$ cat src/design/tron_cfg.svh
// ~~~~~~~~~~~~~~~~~~~~~~~~~~~~~~~~~~~~~~~~~~~~~~~~~~~~~~~~~~~~~~~~~~~~~~~~~~
// grid and start settings for the light-cycle core
// positions are 5 bits wide, so width and height must stay at or below 32
// the win count must fit the 2-bit score (1 to 3)
// ~~~~~~~~~~~~~~~~~~~~~~~~~~~~~~~~~~~~~~~~~~~~~~~~~~~~~~~~~~~~~~~~~~~~~~~~~~
`ifndef TRON_CFG_SVH
`define TRON_CFG_SVH

`define TRON_GRID_W       32
`define TRON_GRID_H       24
`define TRON_RED_X0       4
`define TRON_BLUE_X0      27
`define TRON_START_Y      12
`define TRON_WIN_CRASHES  3

`endif

$ cat src/design/tron_pkg.sv
// ~~~~~~~~~~~~~~~~~~~~~~~~~~~~~~~~~~~~~~~~~~~~~~~~~~~~~~~~~~~~~~~~~~~~~~~~~~
// shared types for the light-cycle game logic
// game_state_t leaves the values 2 and 5 to 7 unused
// ~~~~~~~~~~~~~~~~~~~~~~~~~~~~~~~~~~~~~~~~~~~~~~~~~~~~~~~~~~~~~~~~~~~~~~~~~~
package tron_pkg;

	// reverse of a heading is the value with bit 1 flipped
	typedef enum logic [1:0] {
		dir_right = 2'd0,
		dir_down  = 2'd1,
		dir_left  = 2'd2,
		dir_up    = 2'd3
	} dir_t;

	typedef enum logic [1:0] {
		cell_empty = 2'd0,
		cell_red   = 2'd1,
		cell_blue  = 2'd2
	} cell_t;

	typedef struct packed {
		logic [4:0] x;
		logic [4:0] y;
	} pos_t;

	typedef enum logic [2:0] {
		gs_idle      = 3'd0,
		gs_play      = 3'd1,
		gs_red_won   = 3'd3,
		gs_blue_won  = 3'd4
	} game_state_t;

endpackage

$ cat src/design/step_if.sv
// ~~~~~~~~~~~~~~~~~~~~~~~~~~~~~~~~~~~~~~~~~~~~~~~~~~~~~~~~~~~~~~~~~~~~~~~~~~
// one movement step from the mover to the trail grid
// all fields are valid only in the cycle where step is high
// ~~~~~~~~~~~~~~~~~~~~~~~~~~~~~~~~~~~~~~~~~~~~~~~~~~~~~~~~~~~~~~~~~~~~~~~~~~
`timescale 1ns/1ns

interface step_if;
	logic            step;
	tron_pkg::pos_t  red_head;
	tron_pkg::pos_t  blue_head;
	// tails are the heads before this step
	tron_pkg::pos_t  red_tail;
	tron_pkg::pos_t  blue_tail;
	logic            red_off;
	logic            blue_off;

	modport mover (output step, red_head, blue_head, red_tail, blue_tail, red_off, blue_off);
	modport grid  (input  step, red_head, blue_head, red_tail, blue_tail, red_off, blue_off);
endinterface

$ cat src/design/cycle_mover.sv
// ~~~~~~~~~~~~~~~~~~~~~~~~~~~~~~~~~~~~~~~~~~~~~~~~~~~~~~~~~~~~~~~~~~~~~~~~~~
// stage 1, head positions of both cycles
// a tick is taken only in play with ready high and no round restart
// a move past an edge leaves the head in place and flags it off grid
// ~~~~~~~~~~~~~~~~~~~~~~~~~~~~~~~~~~~~~~~~~~~~~~~~~~~~~~~~~~~~~~~~~~~~~~~~~~
`timescale 1ns/1ns
`include "tron_cfg.svh"

module cycle_mover (
	input  logic                   Clk,
	input  logic                   reset,
	input  logic                   frame_tick,
	input  tron_pkg::dir_t         red_dir,
	input  tron_pkg::dir_t         blue_dir,
	input  logic                   round_restart,
	input  tron_pkg::game_state_t  game_state,
	input  logic                   ready,
	step_if.mover                  mv,
	output tron_pkg::pos_t         red_pos,
	output tron_pkg::pos_t         blue_pos
);
	localparam tron_pkg::pos_t red_start = '{x: 5'(`TRON_RED_X0), y: 5'(`TRON_START_Y)};
	localparam tron_pkg::pos_t blue_start = '{x: 5'(`TRON_BLUE_X0), y: 5'(`TRON_START_Y)};

	tron_pkg::pos_t  red_head;
	tron_pkg::pos_t  blue_head;
	tron_pkg::pos_t  red_tail;
	tron_pkg::pos_t  blue_tail;
	tron_pkg::pos_t  red_next;
	tron_pkg::pos_t  blue_next;
	tron_pkg::dir_t  red_heading;
	tron_pkg::dir_t  blue_heading;
	tron_pkg::dir_t  red_turn;
	tron_pkg::dir_t  blue_turn;
	logic            red_next_off;
	logic            blue_next_off;
	logic            red_off;
	logic            blue_off;
	logic            step_pulse;
	logic            accept;

	function automatic tron_pkg::pos_t step_pos(input tron_pkg::pos_t p,
		input tron_pkg::dir_t d, output logic off);
		tron_pkg::pos_t n;
		n = p;
		case (d)
			tron_pkg::dir_right:
			begin
				off = (p.x == 5'(`TRON_GRID_W - 1));
				n.x = off ? p.x : p.x + 5'd1;
			end
			tron_pkg::dir_down:
			begin
				off = (p.y == 5'(`TRON_GRID_H - 1));
				n.y = off ? p.y : p.y + 5'd1;
			end
			tron_pkg::dir_left:
			begin
				off = (p.x == 5'd0);
				n.x = off ? p.x : p.x - 5'd1;
			end
			default:
			begin
				off = (p.y == 5'd0);
				n.y = off ? p.y : p.y - 5'd1;
			end
		endcase
		return n;
	endfunction

	assign accept = frame_tick && ready && !round_restart && game_state == tron_pkg::gs_play;

	always_comb
	begin
		// a request for the reverse heading keeps the current one
		red_turn = ((red_dir ^ red_heading) == 2'b10) ? red_heading : red_dir;
		blue_turn = ((blue_dir ^ blue_heading) == 2'b10) ? blue_heading : blue_dir;
		red_next = step_pos(red_head, red_turn, red_next_off);
		blue_next = step_pos(blue_head, blue_turn, blue_next_off);
	end

	always_ff @(posedge Clk)
	begin
		if (reset || round_restart || game_state == tron_pkg::gs_idle)
		begin
			red_head <= red_start;
			blue_head <= blue_start;
			red_heading <= tron_pkg::dir_right;
			blue_heading <= tron_pkg::dir_left;
			step_pulse <= 1'b0;
		end
		else
		begin
			step_pulse <= accept;
			if (accept)
			begin
				red_head <= red_next;
				blue_head <= blue_next;
				red_heading <= red_turn;
				blue_heading <= blue_turn;
			end
		end
	end

	always_ff @(posedge Clk)
	begin
		if (accept)
		begin
			red_tail <= red_head;
			blue_tail <= blue_head;
			red_off <= red_next_off;
			blue_off <= blue_next_off;
		end
	end

	assign mv.step = step_pulse;
	assign mv.red_head = red_head;
	assign mv.blue_head = blue_head;
	assign mv.red_tail = red_tail;
	assign mv.blue_tail = blue_tail;
	assign mv.red_off = red_off;
	assign mv.blue_off = blue_off;

	assign red_pos = red_head;
	assign blue_pos = blue_head;
endmodule

$ cat src/design/trail_grid.sv
// ~~~~~~~~~~~~~~~~~~~~~~~~~~~~~~~~~~~~~~~~~~~~~~~~~~~~~~~~~~~~~~~~~~~~~~~~~~
// stage 2, trail memory with one cell_t per grid cell
// a clear sweep takes one cycle per cell after reset and round restart
// hits are valid only in the cycle where hit_valid is high
// ~~~~~~~~~~~~~~~~~~~~~~~~~~~~~~~~~~~~~~~~~~~~~~~~~~~~~~~~~~~~~~~~~~~~~~~~~~
`timescale 1ns/1ns
`include "tron_cfg.svh"

module trail_grid (
	input  logic   Clk,
	input  logic   reset,
	step_if.grid   st,
	input  logic   round_restart,
	output logic   hit_valid,
	output logic   red_hit,
	output logic   blue_hit,
	output logic   ready
);
	localparam int cells = `TRON_GRID_W * `TRON_GRID_H;
	localparam int idx_w = $clog2(cells);

	tron_pkg::cell_t    mem [cells];
	tron_pkg::cell_t    red_cell;
	tron_pkg::cell_t    blue_cell;
	logic [idx_w-1:0]   clear_cnt;
	logic               clearing;
	logic               heads_meet;
	logic               red_crash;
	logic               blue_crash;

	function automatic logic [idx_w-1:0] cell_idx(input tron_pkg::pos_t p);
		return idx_w'(p.y) * idx_w'(`TRON_GRID_W) + idx_w'(p.x);
	endfunction

	always_comb
	begin
		red_cell = mem[cell_idx(st.red_head)];
		blue_cell = mem[cell_idx(st.blue_head)];
		heads_meet = (st.red_head == st.blue_head);
		// the other player's tail is written in this same cycle,
		// so the memory does not show it yet
		red_crash = st.red_off || heads_meet || red_cell != tron_pkg::cell_empty
			|| st.red_head == st.blue_tail;
		blue_crash = st.blue_off || heads_meet || blue_cell != tron_pkg::cell_empty
			|| st.blue_head == st.red_tail;
	end

	always_ff @(posedge Clk)
	begin
		if (clearing)
			mem[clear_cnt] <= tron_pkg::cell_empty;
		else if (st.step)
		begin
			mem[cell_idx(st.red_tail)] <= tron_pkg::cell_red;
			mem[cell_idx(st.blue_tail)] <= tron_pkg::cell_blue;
		end
	end

	// sweep counter
	always_ff @(posedge Clk)
	begin
		if (reset || round_restart)
		begin
			clearing <= 1'b1;
			clear_cnt <= '0;
		end
		else if (clearing)
		begin
			clear_cnt <= clear_cnt + 1'b1;
			if (clear_cnt == idx_w'(cells - 1))
				clearing <= 1'b0;
		end
	end

	always_ff @(posedge Clk)
	begin
		if (reset)
			hit_valid <= 1'b0;
		else
			hit_valid <= st.step;
	end

	always_ff @(posedge Clk)
	begin
		if (st.step)
		begin
			red_hit <= red_crash;
			blue_hit <= blue_crash;
		end
	end

	// low from step until scoring has had its say
	assign ready = !clearing && !st.step && !hit_valid && !round_restart;
endmodule

$ cat src/design/round_score.sv
// ~~~~~~~~~~~~~~~~~~~~~~~~~~~~~~~~~~~~~~~~~~~~~~~~~~~~~~~~~~~~~~~~~~~~~~~~~~
// stage 3, crash counting per player
// win flags are levels that hold until the game returns to idle
// a double hit counts one crash for each player
// ~~~~~~~~~~~~~~~~~~~~~~~~~~~~~~~~~~~~~~~~~~~~~~~~~~~~~~~~~~~~~~~~~~~~~~~~~~
`timescale 1ns/1ns
`include "tron_cfg.svh"

module round_score (
	input  logic                   Clk,
	input  logic                   reset,
	input  tron_pkg::game_state_t  game_state,
	input  logic                   hit_valid,
	input  logic                   red_hit,
	input  logic                   blue_hit,
	output logic [1:0]             score_red,
	output logic [1:0]             score_blue,
	output logic                   red_win,
	output logic                   blue_win,
	output logic                   round_restart
);
	typedef enum logic [1:0] {
		crash_none  = 2'd0,
		crash_one   = 2'd1,
		crash_two   = 2'd2,
		crash_three = 2'd3
	} crash_t;

	localparam logic [1:0] win_count = 2'(`TRON_WIN_CRASHES);

	crash_t  red_state;
	crash_t  blue_state;
	crash_t  red_next;
	crash_t  blue_next;
	logic    any_hit;

	// count three is terminal until idle clears it
	function automatic crash_t next_crash(input crash_t cur, input logic hit);
		crash_t n;
		n = cur;
		if (hit)
		begin
			case (cur)
				crash_none: n = crash_one;
				crash_one:  n = crash_two;
				crash_two:  n = crash_three;
				default:    n = crash_three;
			endcase
		end
		return n;
	endfunction

	assign any_hit = hit_valid && (red_hit || blue_hit);

	always_comb
	begin
		red_next = next_crash(red_state, hit_valid && red_hit);
		blue_next = next_crash(blue_state, hit_valid && blue_hit);
	end

	always_ff @(posedge Clk)
	begin
		if (reset || game_state == tron_pkg::gs_idle)
		begin
			red_state <= crash_none;
			blue_state <= crash_none;
			red_win <= 1'b0;
			blue_win <= 1'b0;
			round_restart <= 1'b0;
		end
		else if (game_state == tron_pkg::gs_play)
		begin
			red_state <= red_next;
			blue_state <= blue_next;
			// a player's last crash is the opponent's win
			red_win <= red_win || blue_next == win_count;
			blue_win <= blue_win || red_next == win_count;
			round_restart <= any_hit;
		end
		else
			round_restart <= 1'b0;
	end

	assign score_red = red_state;
	assign score_blue = blue_state;
endmodule

$ cat src/design/game_sequencer.sv
// ~~~~~~~~~~~~~~~~~~~~~~~~~~~~~~~~~~~~~~~~~~~~~~~~~~~~~~~~~~~~~~~~~~~~~~~~~~
// game state machine, idle, play and the two win states
// red wins if both win flags rise together
// ~~~~~~~~~~~~~~~~~~~~~~~~~~~~~~~~~~~~~~~~~~~~~~~~~~~~~~~~~~~~~~~~~~~~~~~~~~
`timescale 1ns/1ns

module game_sequencer (
	input  logic                   Clk,
	input  logic                   reset,
	input  logic                   start,
	input  logic                   red_win,
	input  logic                   blue_win,
	output tron_pkg::game_state_t  game_state
);
	tron_pkg::game_state_t  state;
	tron_pkg::game_state_t  next_state;

	always_comb
	begin
		next_state = state;
		case (state)
			tron_pkg::gs_idle:
				if (start)
					next_state = tron_pkg::gs_play;
			tron_pkg::gs_play:
				if (red_win)
					next_state = tron_pkg::gs_red_won;
				else if (blue_win)
					next_state = tron_pkg::gs_blue_won;
			tron_pkg::gs_red_won, tron_pkg::gs_blue_won:
				if (start)
					next_state = tron_pkg::gs_idle;
			default:
				next_state = tron_pkg::gs_idle;
		endcase
	end

	always_ff @(posedge Clk)
	begin
		if (reset)
			state <= tron_pkg::gs_idle;
		else
			state <= next_state;
	end

	assign game_state = state;
endmodule

$ cat src/design/tron_core.sv
// ~~~~~~~~~~~~~~~~~~~~~~~~~~~~~~~~~~~~~~~~~~~~~~~~~~~~~~~~~~~~~~~~~~~~~~~~~~
// game logic top, mover, trail grid, scoring and game sequencer
// frame_tick is a one-cycle strobe in the Clk domain
// scores change 3 cycles after an accepted tick
// ~~~~~~~~~~~~~~~~~~~~~~~~~~~~~~~~~~~~~~~~~~~~~~~~~~~~~~~~~~~~~~~~~~~~~~~~~~
`timescale 1ns/1ns

module tron_core (
	input  logic                   Clk,
	input  logic                   reset,
	input  logic                   start,
	input  logic                   frame_tick,
	input  tron_pkg::dir_t         red_dir,
	input  tron_pkg::dir_t         blue_dir,
	output logic [4:0]             red_x,
	output logic [4:0]             red_y,
	output logic [4:0]             blue_x,
	output logic [4:0]             blue_y,
	output logic [1:0]             score_red,
	output logic [1:0]             score_blue,
	output logic                   red_win,
	output logic                   blue_win,
	output logic                   round_reset,
	output tron_pkg::game_state_t  game_state,
	output logic                   ready
);
	tron_pkg::pos_t  red_pos;
	tron_pkg::pos_t  blue_pos;
	logic            hit_valid;
	logic            red_hit;
	logic            blue_hit;
	logic            round_restart;

	step_if step_bus ();

	cycle_mover cycle_mover_inst (
		.Clk           (Clk),
		.reset         (reset),
		.frame_tick    (frame_tick),
		.red_dir       (red_dir),
		.blue_dir      (blue_dir),
		.round_restart (round_restart),
		.game_state    (game_state),
		.ready         (ready),
		.mv            (step_bus),
		.red_pos       (red_pos),
		.blue_pos      (blue_pos)
	);

	trail_grid trail_grid_inst (
		.Clk           (Clk),
		.reset         (reset),
		.st            (step_bus),
		.round_restart (round_restart),
		.hit_valid     (hit_valid),
		.red_hit       (red_hit),
		.blue_hit      (blue_hit),
		.ready         (ready)
	);

	round_score round_score_inst (
		.Clk           (Clk),
		.reset         (reset),
		.game_state    (game_state),
		.hit_valid     (hit_valid),
		.red_hit       (red_hit),
		.blue_hit      (blue_hit),
		.score_red     (score_red),
		.score_blue    (score_blue),
		.red_win       (red_win),
		.blue_win      (blue_win),
		.round_restart (round_restart)
	);

	game_sequencer game_sequencer_inst (
		.Clk        (Clk),
		.reset      (reset),
		.start      (start),
		.red_win    (red_win),
		.blue_win   (blue_win),
		.game_state (game_state)
	);

	assign round_reset = round_restart;
	assign red_x = red_pos.x;
	assign red_y = red_pos.y;
	assign blue_x = blue_pos.x;
	assign blue_y = blue_pos.y;
endmodule

$ cat config.mk
export PLATFORM = sky130hd
export DESIGN_NAME = tron_core
export DESIGN_NICKNAME = d
export VERILOG_FILES = /design/src/design/tron_pkg.sv /design/src/design/step_if.sv /design/src/design/cycle_mover.sv /design/src/design/trail_grid.sv /design/src/design/round_score.sv /design/src/design/game_sequencer.sv /design/src/design/tron_core.sv
export VERILOG_INCLUDE_DIRS = /design/src /design/src/design
export SDC_FILE = /design/constraint.sdc
export NUM_CORES = 2
export LEC_CHECK = 0
export ABC_CLOCK_PERIOD_IN_PS = 3100
export BUFFER_PORTS_ARGS = -buffer_cell sky130_fd_sc_hd__buf_2
export CAP_MARGIN = 0
export CORE_AREA = 2 2 364 546
export CTS_CLUSTER_SIZE = 14
export DETAILED_ROUTE_END_ITERATION = 12
export DIE_AREA = 0 0 366 548
export PLACE_DENSITY = 0.59
export SYNTH_ARGS = -nofsm -noshare
export SYNTH_HDL_FRONTEND = slang
export SYNTH_SLANG_ARGS = --single-unit
$ cat constraint.sdc
create_clock -name Clk -period 3.1 [get_ports Clk]
set_clock_uncertainty 0.15 [all_clocks]
set_input_delay 0.62 -clock Clk [delete_from_list [all_inputs] [get_ports Clk]]
set_output_delay 0.62 -clock Clk [all_outputs]
set_load 0.01 [all_outputs]
==> impl_table.tex <==
\begin{tabular}{lr}
\hline
Metric & Value \\
\hline
\multicolumn{2}{l}{\textbf{Final layout}} \\
\quad Multi-input logic area & $\sim$43000 um2 \\
\quad Area growth from synthesis to layout & 20.2\% \\
\quad Post-Route Utilization & about 48\% \\
\quad Most common library cell in the layout ignoring fill and taps & dfxtp\_1 \\
\quad Number of nets in the finished design & $\sim$9100 \\
\quad Most frequent cells in the layout & 1570 x dfxtp\_1, 1099 x a21oi\_1, 810 x nand2\_1 \\
\quad Post-Layout Inst Area & 93500 um2 \\
\quad Sequential cell area & $\sim$32000 um2 \\
\quad Post-layout instance count excluding filler cells & roughly 12000 \\
\quad Fillers & roughly 19000 \\
\quad Layout cells sized above 1 & between 15 and 20\% \\
\multicolumn{2}{l}{\textbf{Worst setup path}} \\
\quad Endpoint arrival time on the critical path & 3890 ps \\
\quad Worst-path maximum fanout & 7 \\
\quad Data required time at the worst endpoint & $\sim$3700 ps \\
\quad Sort of element at the start of the critical path & flop \\
\quad Endpoint type of the worst setup path & flop \\
\quad Critical path type & reg2reg \\
\multicolumn{2}{l}{\textbf{Drt}} \\
\quad Drt initial violations & approximately 12000 \\
\quad First-pass iteration count of the detailed router & 7 \\
\quad Vias per cell & between 6 and 7 \\
\quad Wire per inst & about 36 um \\
\quad Vias after detailed routing & just over 80000 \\
\quad Wire length after detailed routing & between 400000 and 500000 um \\
\quad DRT antenna net count & 0 \\
\quad DRC violation count after routing & 0 \\
\multicolumn{2}{l}{\textbf{Placement}} \\
\quad Final GP Congestion & between 1 and 1.5 \\
\quad Dpl cell area & about 87000 um2 \\
\quad Placed instance count & around 12000 \\
\quad DP Wirelength & around 280000 um \\
\quad I/O Buffers & 38 \\
\quad Pre-CTS setup slack & -1040 ps \\
\multicolumn{2}{l}{\textbf{Power and ir drop}} \\
\quad Overall Power & around 42 mW \\
\quad Cell leakage power & between 30 and 40 nW \\
\quad Power density over the cells & between 400 and 500 nW/um2 \\
\quad Worst ir drop on vdd & about 0.42 mV \\
\multicolumn{2}{l}{\textbf{Die}} \\
\quad Die boundary height & around 550 um \\
\quad Width of the chip & 366 um \\
\quad Total die area & approximately 200000 um2 \\
\quad Area of the core & 196000 um2 \\
\quad Row count & $\sim$200 \\
\quad Starting Density & 39.7\% \\
\quad Io pins & 39 \\
\multicolumn{2}{l}{\textbf{Clock tree}} \\
\quad Clock slew at the register clock pins of the worst setup and hold paths & approximately 70 ps \\
\quad Clock Tree Root & clkbuf\_16 \\
\quad Sink Count & $\sim$1600 \\
\quad Clock tree from TritonCTS & built \\
\quad Clock buffer count from CTS & 164 \\
\quad Deepest level of the CTS H-tree & 4 \\
\quad Maximum number of buffers from clock root to sink & 4 \\
\quad Worst-Skew Late Latency & slightly below 900 ps \\
\multicolumn{2}{l}{\textbf{STA}} \\
\quad Setup repair after global routing missed its margin & true \\
\quad Worst hold slack & a little over 90 ps \\
\quad Pins over their slew limit & 0 \\
\quad \# setup viols final & 2 \\
\quad Minimum period implied by the final worst setup slack & $\sim$3300 ps \\
\quad Worst Max-Slew Pin Slew & $\sim$1200 ps \\
\quad Setup TNS Final & -440 ps \\
\quad Highest Clock Rate & 0.301 GHz \\
\quad Least setup slack across all paths after layout & -223 ps \\
\quad Final cycle utilization of the critical path & 107\% \\
\quad Normalized max-slew margin & between 20\% and 30\% \\
\quad Hold Fails Final Rpt & 0 \\
\multicolumn{2}{l}{\textbf{Synth}} \\
\quad Post-Synthesis Net Count & approximately 9000 \\
\quad Post-synth ARST share & 0\% \\
\quad Gate count after technology mapping & about 8900 \\
\quad Area of the mapped netlist & slightly below 80000 um2 \\
\quad Synth Area per Inst & about 8.7 um2 \\
\quad Post-synthesis cell type count & 86 \\
\quad Primary FF master, synth & dfxtp\_1 \\
\quad Count of warnings emitted by yosys & 0 \\
\quad Number of enable flip-flop cells after synthesis & 24 \\
\quad Count of state elements after synthesis & between 1500 and 2000 \\
\quad Sequential-to-total area share from yosys stat & about two fifths \\
\multicolumn{2}{l}{\textbf{Min path}} \\
\quad Class of the worst hold path & in2reg \\
\multicolumn{2}{l}{\textbf{GRT}} \\
\quad Vias in the first global route & roughly 77000 \\
\quad Wire length of the first global-routing pass & roughly 590000 um \\
\quad Number of antenna violations at the first check in global routing & 27 \\
\quad Remaining global-route overflow & 0 \\
\quad Maximum number of pins on one net before global-route repair & around 140 \\
\quad Total routing resource utilization after global routing & approximately two fifths \\
\multicolumn{2}{l}{\textbf{Status}} \\
\quad Outcome & finished, violations left \\
\quad Failing checks & setup timing \\
\multicolumn{2}{l}{\textbf{Flow run}} \\
\quad Maxcap violations & 0 \\
\hline
\end{tabular}
[routing by layer]
metal  up-vias  GRT usage [%]  routed length (um)
met4        16           40.1               51000
met1     40342           46.8              147000
met5         -              0                 114
met2      6520           60.3              179000
met3      2081           10.5               48600
li1      33412              -                   -
[final cells by class]
type | count | share of cell area (%)
Antenna cell | 21 | 0.0562
Clock buffer | 241 | 5.25
Clock inverter | 44 | 0.608
Inverter | 29 | 0.143
Multi-Input combinational cell | 6408 | 45.5
Sequential cell | 1607 | 34.7
Tap cell | 2613 | 3.50
Timing Repair Buffer | 909 | 10.2
[cell usage after synthesis, types with 16 or more instances]
cell       instances  area [um2]
a2111oi_0         16         140
a211oi_1         167        1250
a21oi_1         1106        5540
a22o_1           542        4750
a22oi_1          226        1700
a31oi_1           18         113
buf_2            207        1040
buf_4             56         420
buf_6             23         259
clkbuf_1         594        2230
dfxtp_1         1583       31700
edfxtp_1          24         721
inv_1             20        75.1
mux2i_1          418        4180
mux4_2           253        5700
nand2_1          817        3070
nand2b_1          22         138
nand3_1          231        1160
nand4_1           34         213
nor2_1           723        2710
nor2b_1           16         100
nor3_1           648        3240
nor3b_1           19         143
nor4_1            23         144
o211ai_1          19         143
o21ai_0          747        3740
o221ai_1          20         175
o311ai_0          19         166
or3_1             27         169
xnor2_1           30         263
xor2_1            22         193
[worst max-delay path, stage by stage (launching register included)]
cell,delay (ps)
dfxtp_4,370
buf_4,180
buf_4,150
buf_4,180
nor2_1,540
a21oi_1,170
a21o_1,250
a31oi_4,460
nor4_4,90
buf_4,170
a311o_2,380
o211ai_2,90
[worst paths after layout]
check	start	endpoint	slack (ps)	depth (start not counted)
max	cycle_mover_inst.blue_pos[5]	trail_grid_inst.blue_hit	-220	11
min	blue_dir[1]	cycle_mover_inst.blue_heading[1]	90	3
max reg2reg	cycle_mover_inst.blue_pos[5]	trail_grid_inst.blue_hit	-220	11
min reg2reg	trail_grid_inst.mem[733][1]	trail_grid_inst.mem[733][1]	310	2
[cell families (layout without fill, tap and decap cells)]
logic type      Yosys count  count (layout)  share of synthesized area (%)
xor+xnor                 52              52                          0.586
compound gates         3038            3038                           24.4
other cells               0              21                              0
flops                  1607            1607                           41.7
simple gates           2618            2618                           14.8
fa+ha+maj                17              17                          0.312
buf+inv                 924            1223                           5.31
mux                     683             683                           12.9
[flip-flops by register name, indices dropped and copies added (netlist names), 2 cells and up]
| signal | flops |
|---|---|
| cycle_mover_inst.blue_pos | 10 |
| trail_grid_inst.mem | 1536 |
| game_sequencer_inst.game_state | 3 |
| round_score_inst.score_red | 2 |
| cycle_mover_inst.blue_heading | 2 |
| round_score_inst.score_blue | 2 |
| cycle_mover_inst.mv.red_head | 10 |
| trail_grid_inst.clear_cnt | 10 |
| cycle_mover_inst.mv.blue_tail | 10 |
| cycle_mover_inst.mv.red_tail | 10 |
| cycle_mover_inst.red_heading | 2 |
[what timing repair did]
action / 4_1_cts / 5_1_grt
setup buffers: 15 / 9
gates cloned: 3 / 5
endpoints found under the setup margin: 33 / 127
pin swaps: 21 / 26
endpoints found under the hold margin: 5 / 0
resized for setup: 79 / 100
hold buffers: 2 / 0
[report_power, final]
| group | total (mW) | switching [mW] | internal (mW) |
|---|---|---|---|
| registers | 20.7 | 0.00806 | 20.7 |
| logic | 0.502 | 0.393 | 0.110 |
| clock network | 21.0 | 9.03 | 12.0 |
| total | 42.2 | 9.43 | 32.8 |
Note: power is estimated with default switching activity, not from simulation.
